**config.mk**
```make
export PLATFORM = sky130hd
export DESIGN_NAME = cpu_frontend
export DESIGN_NICKNAME = d
export VERILOG_FILES = /design/src/rv32i_types.sv /design/src/circular_queue.sv /design/src/cpu_frontend.sv /design/src/fetch_stage.sv /design/src/id_stage.sv /design/src/rat.sv /design/src/rename_dispatch.sv /design/src/two_inst_buff.sv
export SDC_FILE = /design/constraint.sdc
export NUM_CORES = 2
export LEC_CHECK = 0
export BUFFER_PORTS_ARGS = -buffer_cell sky130_fd_sc_hd__buf_2
export CORE_ASPECT_RATIO = 1.4
export CORE_MARGIN = 5
export CORE_UTILIZATION = 50
export CTS_BUF_LIST = sky130_fd_sc_hd__clkbuf_4
export DETAILED_ROUTE_END_ITERATION = 10
export PLACE_DENSITY = 0.67
export SLEW_MARGIN = 20
export SYNTH_ARGS = -nofsm -noshare
export SYNTH_HDL_FRONTEND = slang
export SYNTH_SLANG_ARGS = --single-unit
```
**constraint.sdc**
```tcl
create_clock -name clk -period 31.5 [get_ports clk]
set_input_delay 1.575 -clock clk [delete_from_list [all_inputs] [get_ports clk]]
set_output_delay 1.575 -clock clk [all_outputs]
set_load 0.01 [all_outputs]
```
**src/rv32i_types.sv**
```systemverilog
package rv32i_types;

    // Pipeline width
    parameter int SS = 2;

    // Register file sizes
    parameter int NUM_ARCH_REGS = 32;
    parameter int NUM_PHYS_REGS = 64;

    typedef logic [$clog2(NUM_ARCH_REGS)-1:0] arch_reg_t;
    typedef logic [$clog2(NUM_PHYS_REGS)-1:0] phys_reg_t;

    // RV32I base opcodes
    parameter logic [6:0] OP_LUI    = 7'b0110111;
    parameter logic [6:0] OP_AUIPC  = 7'b0010111;
    parameter logic [6:0] OP_JAL    = 7'b1101111;
    parameter logic [6:0] OP_JALR   = 7'b1100111;
    parameter logic [6:0] OP_BRANCH = 7'b1100011;
    parameter logic [6:0] OP_LOAD   = 7'b0000011;
    parameter logic [6:0] OP_STORE  = 7'b0100011;
    parameter logic [6:0] OP_IMM    = 7'b0010011;
    parameter logic [6:0] OP_REG    = 7'b0110011;

    // One decoded instruction, architectural names
    typedef struct packed {
        logic [31:0] pc;
        logic [31:0] inst;
        logic [6:0]  opcode;
        arch_reg_t   rs1;
        arch_reg_t   rs2;
        arch_reg_t   rd;
        // Writes a register other than x0
        logic        rd_valid;
    } instruction_info_reg_t;

    // One renamed instruction on its way to the reservation stations
    typedef struct packed {
        logic [31:0] pc;
        logic [31:0] inst;
        logic [6:0]  opcode;
        phys_reg_t   prs1;
        phys_reg_t   prs2;
        phys_reg_t   prd;
        // Mapping replaced at rename, freed at retire
        phys_reg_t   old_prd;
        logic        rd_valid;
    } dispatch_reservation_t;

    // Queue contents after reset
    typedef enum logic {
        EMPTY,
        FREE_LIST
    } queue_init_e;

endpackage

```
**src/circular_queue.sv**
```systemverilog
`timescale 1ns/1ps

module circular_queue #(
    parameter type QUEUE_TYPE = rv32i_types::instruction_info_reg_t,
    parameter int DEPTH = 8,
    parameter int SS = rv32i_types::SS,
    parameter rv32i_types::queue_init_e INIT_TYPE = rv32i_types::EMPTY
) (
    input  logic                           clk,
    input  logic                           rst_n,
    input  logic [1:0]                     push_count,
    input  QUEUE_TYPE                      in [SS],
    input  logic [1:0]                     pop_count,
    output QUEUE_TYPE                      out [SS],
    output logic [$clog2(DEPTH+1)-1:0]     count,
    output logic                           full,
    output logic                           empty
);
    import rv32i_types::*;

    // Pointers wrap naturally, DEPTH is a power of two
    localparam int PW = $clog2(DEPTH);
    localparam int CW = $clog2(DEPTH + 1);
    localparam int W  = $bits(QUEUE_TYPE);

    QUEUE_TYPE       mem [DEPTH];
    logic [PW-1:0]   head;
    logic [PW-1:0]   tail;

    // Pointers and occupancy
    always_ff @(posedge clk) begin
        if (!rst_n) begin
            head <= '0;
            tail <= '0;
            // Free list starts full, tail wrapped onto head
            count <= (INIT_TYPE == FREE_LIST) ? CW'(DEPTH) : '0;
        end else begin
            head  <= head + PW'(pop_count);
            tail  <= tail + PW'(push_count);
            count <= count + CW'(push_count) - CW'(pop_count);
        end
    end

    // Storage, preloaded with the spare physical registers
    always_ff @(posedge clk) begin
        if (!rst_n && INIT_TYPE == FREE_LIST) begin
            for (int i = 0; i < DEPTH; i++) begin
                mem[i] <= QUEUE_TYPE'(W'(NUM_ARCH_REGS + i));
            end
        end else begin
            // Up to SS entries written from the tail
            for (int s = 0; s < SS; s++) begin
                if (s < push_count) begin
                    mem[PW'(int'(tail) + s)] <= in[s];
                end
            end
        end
    end

    // Head and the entries behind it
    always_comb begin
        for (int s = 0; s < SS; s++) begin
            out[s] = mem[PW'(int'(head) + s)];
        end
    end

    // Full means no room for a whole group
    assign full  = (DEPTH - int'(count)) < SS;
    assign empty = (count == '0);

    // Producer must respect free space
    push_space_a: assert property (@(posedge clk) disable iff (!rst_n)
        int'(push_count) <= DEPTH - int'(count));

    // Consumer never reads past the occupied entries
    pop_count_a: assert property (@(posedge clk) disable iff (!rst_n)
        int'(pop_count) <= int'(count));

endmodule

```
**src/cpu_frontend.sv**
```systemverilog
`timescale 1ns/1ps

module cpu_frontend #(
    parameter int SS = rv32i_types::SS,
    parameter int IQ_DEPTH = 8,
    parameter int FL_DEPTH = 32
) (
    input  logic                               clk,
    input  logic                               rst_n,
    output logic [31:0]                        imem_addr,
    input  logic [31:0]                        imem_rdata,
    input  logic                               imem_resp,
    input  logic                               dispatch_stall,
    input  logic                               retire_valid,
    input  rv32i_types::phys_reg_t             retire_preg,
    output logic                               dispatch_valid,
    output rv32i_types::dispatch_reservation_t dispatch_out [SS]
);
    import rv32i_types::*;

    // Fetch and decode
    logic [31:0]           fetch_pc;
    logic                  fetch_valid;
    instruction_info_reg_t decoded_inst;

    // Pairing and instruction queue
    instruction_info_reg_t pair [SS];
    logic                  pair_push;
    instruction_info_reg_t iq_head [SS];
    logic                  iq_full;
    logic                  iq_empty;

    // Free list
    phys_reg_t                    fl_in [SS];
    phys_reg_t                    fl_regs [SS];
    logic [$clog2(FL_DEPTH+1)-1:0] fl_count;

    // Rename side
    logic       pop_inst_q;
    logic [1:0] pop_free_list;
    arch_reg_t  isa_rs1 [SS];
    arch_reg_t  isa_rs2 [SS];
    arch_reg_t  isa_rd [SS];
    phys_reg_t  rat_rs1 [SS];
    phys_reg_t  rat_rs2 [SS];
    phys_reg_t  rat_rd [SS];
    logic [SS-1:0] regf_we;
    phys_reg_t  rat_dest [SS];

    // Full queue freezes the PC
    fetch_stage fetch_stage_i (
        .clk(clk),
        .rst_n(rst_n),
        .stall(iq_full),
        .imem_resp(imem_resp),
        .imem_addr(imem_addr),
        .fetch_pc(fetch_pc),
        .fetch_valid(fetch_valid)
    );

    id_stage id_stage_i (
        .fetch_pc(fetch_pc),
        .imem_rdata(imem_rdata),
        .instruction_info(decoded_inst)
    );

    two_inst_buff #(.SS(SS)) two_inst_buff_i (
        .clk(clk),
        .rst_n(rst_n),
        .valid(fetch_valid),
        .decoded_inst(decoded_inst),
        .valid_inst(pair),
        .valid_out(pair_push)
    );

    // Whole pairs in and out
    circular_queue #(
        .QUEUE_TYPE(instruction_info_reg_t),
        .DEPTH(IQ_DEPTH),
        .SS(SS),
        .INIT_TYPE(EMPTY)
    ) instruction_queue_i (
        .clk(clk),
        .rst_n(rst_n),
        .push_count(pair_push ? 2'(SS) : 2'd0),
        .in(pair),
        .pop_count(pop_inst_q ? 2'(SS) : 2'd0),
        .out(iq_head),
        .count(),
        .full(iq_full),
        .empty(iq_empty)
    );

    // Retire returns one register per cycle
    assign fl_in = '{default: retire_preg};

    circular_queue #(
        .QUEUE_TYPE(phys_reg_t),
        .DEPTH(FL_DEPTH),
        .SS(SS),
        .INIT_TYPE(FREE_LIST)
    ) free_list_i (
        .clk(clk),
        .rst_n(rst_n),
        .push_count({1'b0, retire_valid}),
        .in(fl_in),
        .pop_count(pop_free_list),
        .out(fl_regs),
        .count(fl_count),
        .full(),
        .empty()
    );

    rat #(.SS(SS)) rat_i (
        .clk(clk),
        .rst_n(rst_n),
        .isa_rs1(isa_rs1),
        .isa_rs2(isa_rs2),
        .isa_rd(isa_rd),
        .rat_rs1(rat_rs1),
        .rat_rs2(rat_rs2),
        .rat_rd(rat_rd),
        .regf_we(regf_we),
        .rat_dest(rat_dest)
    );

    rename_dispatch #(.SS(SS)) rename_dispatch_i (
        .clk(clk),
        .rst_n(rst_n),
        .instruction(iq_head),
        .inst_q_empty(iq_empty),
        .free_list_regs(fl_regs),
        .free_count(fl_count),
        .dispatch_stall(dispatch_stall),
        .rat_rs1(rat_rs1),
        .rat_rs2(rat_rs2),
        .rat_rd(rat_rd),
        .isa_rs1(isa_rs1),
        .isa_rs2(isa_rs2),
        .isa_rd(isa_rd),
        .regf_we(regf_we),
        .rat_dest(rat_dest),
        .pop_inst_q(pop_inst_q),
        .pop_free_list(pop_free_list),
        .dispatch_valid(dispatch_valid),
        .dispatch_out(dispatch_out)
    );

endmodule

```
**src/fetch_stage.sv**
```systemverilog
`timescale 1ns/1ps

module fetch_stage (
    input  logic        clk,
    input  logic        rst_n,
    input  logic        stall,
    input  logic        imem_resp,
    output logic [31:0] imem_addr,
    output logic [31:0] fetch_pc,
    output logic        fetch_valid
);

    logic [31:0] pc;

    // Word taken only while the queue has room
    assign fetch_valid = imem_resp && !stall;

    // Sequential fetch with branches assumed not taken
    always_ff @(posedge clk) begin
        if (!rst_n) begin
            pc <= 32'h0;
        end else if (fetch_valid) begin
            pc <= pc + 32'd4;
        end
    end

    // Memory answers in the same cycle
    assign imem_addr = pc;
    assign fetch_pc  = pc;

endmodule

```
**src/id_stage.sv**
```systemverilog
`timescale 1ns/1ps

module id_stage (
    input  logic [31:0]                       fetch_pc,
    input  logic [31:0]                       imem_rdata,
    output rv32i_types::instruction_info_reg_t instruction_info
);
    import rv32i_types::*;

    logic [6:0] opcode;
    arch_reg_t  rs1;
    arch_reg_t  rs2;
    arch_reg_t  rd;

    // Fixed field positions across all formats
    assign opcode = imem_rdata[6:0];
    assign rd     = imem_rdata[11:7];
    assign rs1    = imem_rdata[19:15];
    assign rs2    = imem_rdata[24:20];

    always_comb begin
        instruction_info        = '0;
        instruction_info.pc     = fetch_pc;
        instruction_info.inst   = imem_rdata;
        instruction_info.opcode = opcode;
        // Unused sources read x0, so they rename to physical 0
        unique case (opcode)
            // U and J formats
            OP_LUI, OP_AUIPC, OP_JAL: begin
                instruction_info.rd = rd;
            end
            // I format
            OP_JALR, OP_LOAD, OP_IMM: begin
                instruction_info.rs1 = rs1;
                instruction_info.rd  = rd;
            end
            // R format
            OP_REG: begin
                instruction_info.rs1 = rs1;
                instruction_info.rs2 = rs2;
                instruction_info.rd  = rd;
            end
            // B and S formats, no destination
            OP_BRANCH, OP_STORE: begin
                instruction_info.rs1 = rs1;
                instruction_info.rs2 = rs2;
            end
            default: begin
                instruction_info.rd = '0;
            end
        endcase
        // x0 writes are dropped
        instruction_info.rd_valid = (instruction_info.rd != '0);
    end

endmodule

```
**src/rat.sv**
```systemverilog
`timescale 1ns/1ps

module rat #(
    parameter int SS = rv32i_types::SS
) (
    input  logic                   clk,
    input  logic                   rst_n,
    input  rv32i_types::arch_reg_t isa_rs1 [SS],
    input  rv32i_types::arch_reg_t isa_rs2 [SS],
    input  rv32i_types::arch_reg_t isa_rd [SS],
    output rv32i_types::phys_reg_t rat_rs1 [SS],
    output rv32i_types::phys_reg_t rat_rs2 [SS],
    output rv32i_types::phys_reg_t rat_rd [SS],
    input  logic [SS-1:0]          regf_we,
    input  rv32i_types::phys_reg_t rat_dest [SS]
);
    import rv32i_types::*;

    // Architectural to physical mapping
    phys_reg_t map [NUM_ARCH_REGS];

    always_ff @(posedge clk) begin
        if (!rst_n) begin
            // Identity, x0 stays on physical 0
            for (int i = 0; i < NUM_ARCH_REGS; i++) begin
                map[i] <= phys_reg_t'(i);
            end
        end else begin
            // Later slot overrides an earlier one on the same rd
            for (int s = 0; s < SS; s++) begin
                if (regf_we[s]) begin
                    map[isa_rd[s]] <= rat_dest[s];
                end
            end
        end
    end

    // Combinational reads, bypass is done by rename
    always_comb begin
        for (int s = 0; s < SS; s++) begin
            rat_rs1[s] = map[isa_rs1[s]];
            rat_rs2[s] = map[isa_rs2[s]];
            rat_rd[s]  = map[isa_rd[s]];
        end
    end

    // Rename never remaps x0
    for (genvar s = 0; s < SS; s++) begin : g_x0_check
        no_x0_write_a: assert property (@(posedge clk) disable iff (!rst_n)
            regf_we[s] |-> isa_rd[s] != '0);
    end

endmodule

```
**src/rename_dispatch.sv**
```systemverilog
`timescale 1ns/1ps

module rename_dispatch #(
    parameter int SS = rv32i_types::SS
) (
    input  logic                               clk,
    input  logic                               rst_n,
    input  rv32i_types::instruction_info_reg_t instruction [SS],
    input  logic                               inst_q_empty,
    input  rv32i_types::phys_reg_t             free_list_regs [SS],
    input  logic [$clog2(rv32i_types::NUM_PHYS_REGS - rv32i_types::NUM_ARCH_REGS + 1)-1:0]
                                               free_count,
    input  logic                               dispatch_stall,
    input  rv32i_types::phys_reg_t             rat_rs1 [SS],
    input  rv32i_types::phys_reg_t             rat_rs2 [SS],
    input  rv32i_types::phys_reg_t             rat_rd [SS],
    output rv32i_types::arch_reg_t             isa_rs1 [SS],
    output rv32i_types::arch_reg_t             isa_rs2 [SS],
    output rv32i_types::arch_reg_t             isa_rd [SS],
    output logic [SS-1:0]                      regf_we,
    output rv32i_types::phys_reg_t             rat_dest [SS],
    output logic                               pop_inst_q,
    output logic [1:0]                         pop_free_list,
    output logic                               dispatch_valid,
    output rv32i_types::dispatch_reservation_t dispatch_out [SS]
);
    import rv32i_types::*;

    dispatch_reservation_t renamed [SS];
    // Free registers the head group needs
    logic [1:0]            need;
    logic                  pop;

    always_comb begin
        int alloc;
        alloc = 0;
        need  = '0;
        for (int s = 0; s < SS; s++) begin
            // Alias table lookup addresses
            isa_rs1[s] = instruction[s].rs1;
            isa_rs2[s] = instruction[s].rs2;
            isa_rd[s]  = instruction[s].rd;

            renamed[s]          = '0;
            renamed[s].pc       = instruction[s].pc;
            renamed[s].inst     = instruction[s].inst;
            renamed[s].opcode   = instruction[s].opcode;
            renamed[s].rd_valid = instruction[s].rd_valid;
            renamed[s].prs1     = rat_rs1[s];
            renamed[s].prs2     = rat_rs2[s];

            if (instruction[s].rd_valid) begin
                // Free-list heads handed out in slot order
                renamed[s].prd     = free_list_regs[alloc];
                renamed[s].old_prd = rat_rd[s];
                alloc              = alloc + 1;
                need               = need + 2'd1;
            end

            // Older slots in the group shadow the table, latest wins
            for (int j = 0; j < s; j++) begin
                if (instruction[j].rd_valid) begin
                    if (instruction[j].rd == instruction[s].rs1) begin
                        renamed[s].prs1 = renamed[j].prd;
                    end
                    if (instruction[j].rd == instruction[s].rs2) begin
                        renamed[s].prs2 = renamed[j].prd;
                    end
                    if (instruction[s].rd_valid && instruction[j].rd == instruction[s].rd) begin
                        renamed[s].old_prd = renamed[j].prd;
                    end
                end
            end

            rat_dest[s] = renamed[s].prd;
        end
    end

    // Whole group or nothing
    assign pop = !inst_q_empty && (free_count >= need) && !dispatch_stall;

    assign pop_inst_q    = pop;
    assign pop_free_list = pop ? need : 2'd0;

    always_comb begin
        for (int s = 0; s < SS; s++) begin
            regf_we[s] = pop && instruction[s].rd_valid;
        end
    end

    // Dispatch packet one cycle after the pop
    always_ff @(posedge clk) begin
        if (!rst_n) begin
            dispatch_valid <= 1'b0;
        end else begin
            dispatch_valid <= pop;
        end
    end

    always_ff @(posedge clk) begin
        if (pop) begin
            dispatch_out <= renamed;
        end
    end

endmodule

```
**src/two_inst_buff.sv**
```systemverilog
`timescale 1ns/1ps

module two_inst_buff #(
    parameter int SS = rv32i_types::SS
) (
    input  logic                               clk,
    input  logic                               rst_n,
    input  logic                               valid,
    input  rv32i_types::instruction_info_reg_t decoded_inst,
    output rv32i_types::instruction_info_reg_t valid_inst [SS],
    output logic                               valid_out
);
    import rv32i_types::*;

    localparam int SW = (SS > 1) ? $clog2(SS) : 1;

    // Lower slots wait here until the group completes
    instruction_info_reg_t held [SS-1];
    logic [SW-1:0]         slot;

    always_ff @(posedge clk) begin
        if (!rst_n) begin
            slot <= '0;
        end else if (valid) begin
            slot <= (int'(slot) == SS - 1) ? '0 : slot + SW'(1);
        end
    end

    always_ff @(posedge clk) begin
        for (int s = 0; s < SS - 1; s++) begin
            if (valid && int'(slot) == s) begin
                held[s] <= decoded_inst;
            end
        end
    end

    // Last slot bypasses the holding register
    always_comb begin
        for (int s = 0; s < SS - 1; s++) begin
            valid_inst[s] = held[s];
        end
        valid_inst[SS-1] = decoded_inst;
    end

    assign valid_out = valid && (int'(slot) == SS - 1);

endmodule
```
==> out/results.ini <==
[placement]
dp_cells=5981
gp_congestion=0.988
port_buffers=261
hpwl_um=123000
placed_area_um2=65600
pre_cts_ws_ns=24.66

[die]
io_pins=268
die_w_um=311
coreArea_um2=126000
rows=154
initial_utilization=0.504
die_h_um=432
die_area_um2=135000

[worst_setup_path]
worstPathCellList=buf_12 -> mux2i_1 -> mux2_2 -> inv_2 -> ha_1 -> ha_1 -> nand2b_1 -> a21oi_1 -> o211a_1 -> nor2_4 -> buf_4 -> nand3_1 -> ha_1 -> and3_1 -> a211oi_1 -> o21bai_1 -> a21oi_1 -> xnor2_1 -> nand2_1
crit_buf_inv=3
r2r_slack_ns=24.84
max_stage_delay_ns=0.87
crit_cells=19
slowest_stage=dfxtp_4
reg2reg_to=free_list_i.count[5]$_SDFF_PN1_
worstRegToRegCells=19
crit_path_frequent_cell=ha_1
cp.arrival_ns=7.79
reg2reg_from=instruction_queue_i.head[2]$_SDFF_PN0_
crit_path_end_kind=flip-flop
cp.required_ns=32.63
start_kind=flip-flop
cpLargestDelayFamily=buffers and inverters
path_max_fanout=128
critPathKind=flip-flop to flip-flop

[pwr]
p_leak_nw=22.7
finalPower_mw=5.69
seqPwrFrac=0.410
switchingPower_mw=2.07
ir_drop_mv=0.0531
swShare=0.365
clkPwrFrac=0.237
cellInternalPower_mw=3.61
pwr_density_cell_nw_per_um2=81.9
p_comb_frac=0.353

[grt]
grt_max_degree=129
antenna_found_initial=9
grt_pass1_wl_um=273000
grt.overflow.total=0
first_global_vias=41500
grt_usage=0.272

[layout]
syn_to_final_growth_pct=9.22
drive_gt1_frac=0.263
nets=4737
instances_no_fill=6534
fin_area_um2=69400

[sta]
finalSetupViolCount=0
timing.final.ws_setup_ns=24.84
tightest_slew_ns=1.17
clock.fmax_mhz=150
post-route-min-period_ns=6.66
hold_viol_final=0
fin_skew_ns=0.136
grt_setup_unrepaired=false
slew_viol_final=0
tns_ns=0
slew_headroom=0.206
fin_crit_sh=0.211

[clock_tree]
cts_resized=0
cts_root_buf=clkbuf_4
cts.path.max_buffers=4
cts.hold.buffers_added=0
clock_latency_ns=1.31
cts_setup_buffers=0
cts_buffers=321
path_clk_slew_ns=0.07
cts_tree=built
clock-sinks=1315
h-tree-depth=5

[worst_hold_path]
holdPathStages=0
worstHoldStart=two_inst_buff_i.held[0][63]$_DFFE_PP_
hold_class=flip-flop to flip-flop
min_to=instruction_queue_i.mem[6][63]$_DFFE_PP_

[synth]
netlist_area_um2=63600
post-synth-top-count-cell=edfxtp_1
synthFlopType=edfxtp_1
syn_avg_cell_area_um2=14.4
synth.area.top_cells=edfxtp_1 (60%), mux4_2 (14%), nand2_1 (2.9%)
yosys.area.top_type=edfxtp_1
netlist.area_leader.share=0.595
yosys_warnings=0
yosysSeqAreaShare=0.612
ys_ff_latch=1315
synth.distinct_cells=78
postSynthCellCount=4418
synthArstFlopShare=0
synth_edf_count=1260
synthTopCellsByCount=edfxtp_1 (1260), nand2_1 (494), mux4_2 (397), nand3_1 (223), clkbuf_1 (189)

[route]
drc_errors=0
wire_per_inst_um=28.5
routed_via_density=6.45
num_vias=42200
drt_iter0_markers=5428
antenna_left=0
drtPass1Iterations=8
wl_um=186000

[run]
drv_cap=0

[status]
status=finished, final reports clean

-- state kept, by name, summed over array words and instances (netlist names) --
name and cells:
free_list_i.head 5, instruction_queue_i.mem 624, rename_dispatch_i.dispatch_valid 1, instruction_queue_i.head 2, fetch_stage_i.fetch_pc 30, rat_i.map 192, free_list_i.tail 5, free_list_i.count 6
two_inst_buff_i.slot 1, rename_dispatch_i.dispatch_out 174, two_inst_buff_i.held 78, free_list_i.mem 192, instruction_queue_i.tail 2, instruction_queue_i.count 3
-- how the worst max path moves through the flow --
stage | from | endpoint | slack, ns
global route | instruction_queue_i.head[2]$_SDFF_PN0_ | free_list_i.count[5]$_SDFF_PN1_ | 24.19
detailed placement | instruction_queue_i.head[2]$_SDFF_PN0_ | free_list_i.count[5]$_SDFF_PN1_ | 24.66
floorplan | imem_resp | instruction_queue_i.mem[0][0]$_DFFE_PP_ | 16.94
CTS | instruction_queue_i.head[2]$_SDFF_PN0_ | free_list_i.count[5]$_SDFF_PN1_ | 24.63
global placement | instruction_queue_i.head[2]$_SDFF_PN0_ | free_list_i.count[5]$_SDFF_PN1_ | 24.63
finish | instruction_queue_i.head[2]$_SDFF_PN0_ | free_list_i.count[5]$_SDFF_PN1_ | 24.84
-- power by group through the flow --
| stage | clock network [mW] | logic (mW) | registers, mW |
|---|---|---|---|
| 2_1_floorplan | 0 | 1.33 | 2.38 |
| 3_3_place_gp | 0 | 1.97 | 2.36 |
| 3_5_place_dp | 0 | 1.97 | 2.37 |
| 4_1_cts | 1.38 | 1.98 | 2.34 |
| 5_1_grt | 1.47 | 2.10 | 2.35 |
| 6_report | 1.35 | 2.01 | 2.33 |
-- cells by family (layout without fill, tap and decap cells) --
kind of cell | count (synthesis) | in the layout | synth area share
and+or+nand+nor | 1414 | 1414 | 0.108
DFF | 1315 | 1315 | 0.612
muxes | 599 | 599 | 0.175
AOI/OAI and AO/OA | 543 | 543 | 0.0549
buffers and inverters | 466 | 930 | 0.0365
xor gates and xnor gates | 52 | 52 | 0.00716
adders and majority gates | 28 | 28 | 0.00598
other | 1 | 15 | 0.0000590
-- worst reg2reg max path, cell delays in order, from the launching register on --
cell and delay, ns:
dfxtp_4 0.87, buf_12 0.58, mux2i_1 0.18, mux2_2 0.40, inv_2 0.32, ha_1 0.35, ha_1 0.29, nand2b_1 0.10
a21oi_1 0.08, o211a_1 0.25, nor2_4 0.84, buf_4 0.73, nand3_1 0.25, ha_1 0.33, and3_1 0.18, a211oi_1 0.30
o21bai_1 0.10, a21oi_1 0.18, xnor2_1 0.13, nand2_1 0.06
-- placed cells by master (no fill, tap or decap), types with 9 or more instances in the layout --
| master | count |
|---|---|
| clkbuf_4 | 467 |
| nor3_1 | 95 |
| nor4_1 | 22 |
| a211oi_1 | 51 |
| nand3_1 | 221 |
| and3_1 | 21 |
| o22ai_1 | 10 |
| or3_1 | 110 |
| nand4_1 | 80 |
| mux4_1 | 11 |
| a22o_1 | 30 |
| ha_1 | 23 |
| xnor2_1 | 19 |
| nor2b_1 | 68 |
| a32oi_1 | 22 |
| inv_1 | 38 |
| o211ai_1 | 11 |
| o2111ai_1 | 10 |
| nand2_1 | 494 |
| edfxtp_1 | 1260 |
| o221a_2 | 10 |
| diode_2 | 9 |
| buf_4 | 77 |
| mux2_2 | 13 |
| nand3b_1 | 11 |
| buf_2 | 261 |
| xor2_1 | 32 |
| mux2i_1 | 176 |
| a22oi_1 | 29 |
| dfxtp_1 | 51 |
| a41oi_1 | 9 |
| mux4_2 | 391 |
| a31oi_1 | 76 |
| o21ai_0 | 135 |
| o21ai_1 | 17 |
| a21oi_1 | 103 |
| clkinv_1 | 69 |
| inv_2 | 10 |
| nor2_1 | 179 |
| and2_1 | 52 |
-- through the flow --
| step | util | hold slack [ns] |
|---|---|---|
| CTS | 0.550 | 0.401 |
| global placement | 0.519 | 0.467 |
| finish | 0.550 | 0.447 |
| floorplan | - | 0.459 |
| detailed placement | 0.519 | 0.481 |
| global route | 0.550 | 0.444 |
-- routing by layer --
metal,vias up,GRT usage,part of all wire
li1,18000,-,-
met1,20900,0.334,0.35
met2,2614,0.451,0.49
met3,638,0.0538,0.093
met4,6,0.160,0.067
met5,-,0,0.00021
-- cell type report --
class / count / area, um^2
Antenna cell: 9 / 22.5
Clock buffer: 467 / 3510
Clock inverter: 77 / 347
Fill cell: 10200 / 56800
Inverter: 46 / 173
Multi-Input combinational cell: 2642 / 22500
Sequential cell: 1315 / 38900
Tap cell: 1638 / 2050
Timing Repair Buffer: 340 / 1920
(Power assumes the default switching activity.)
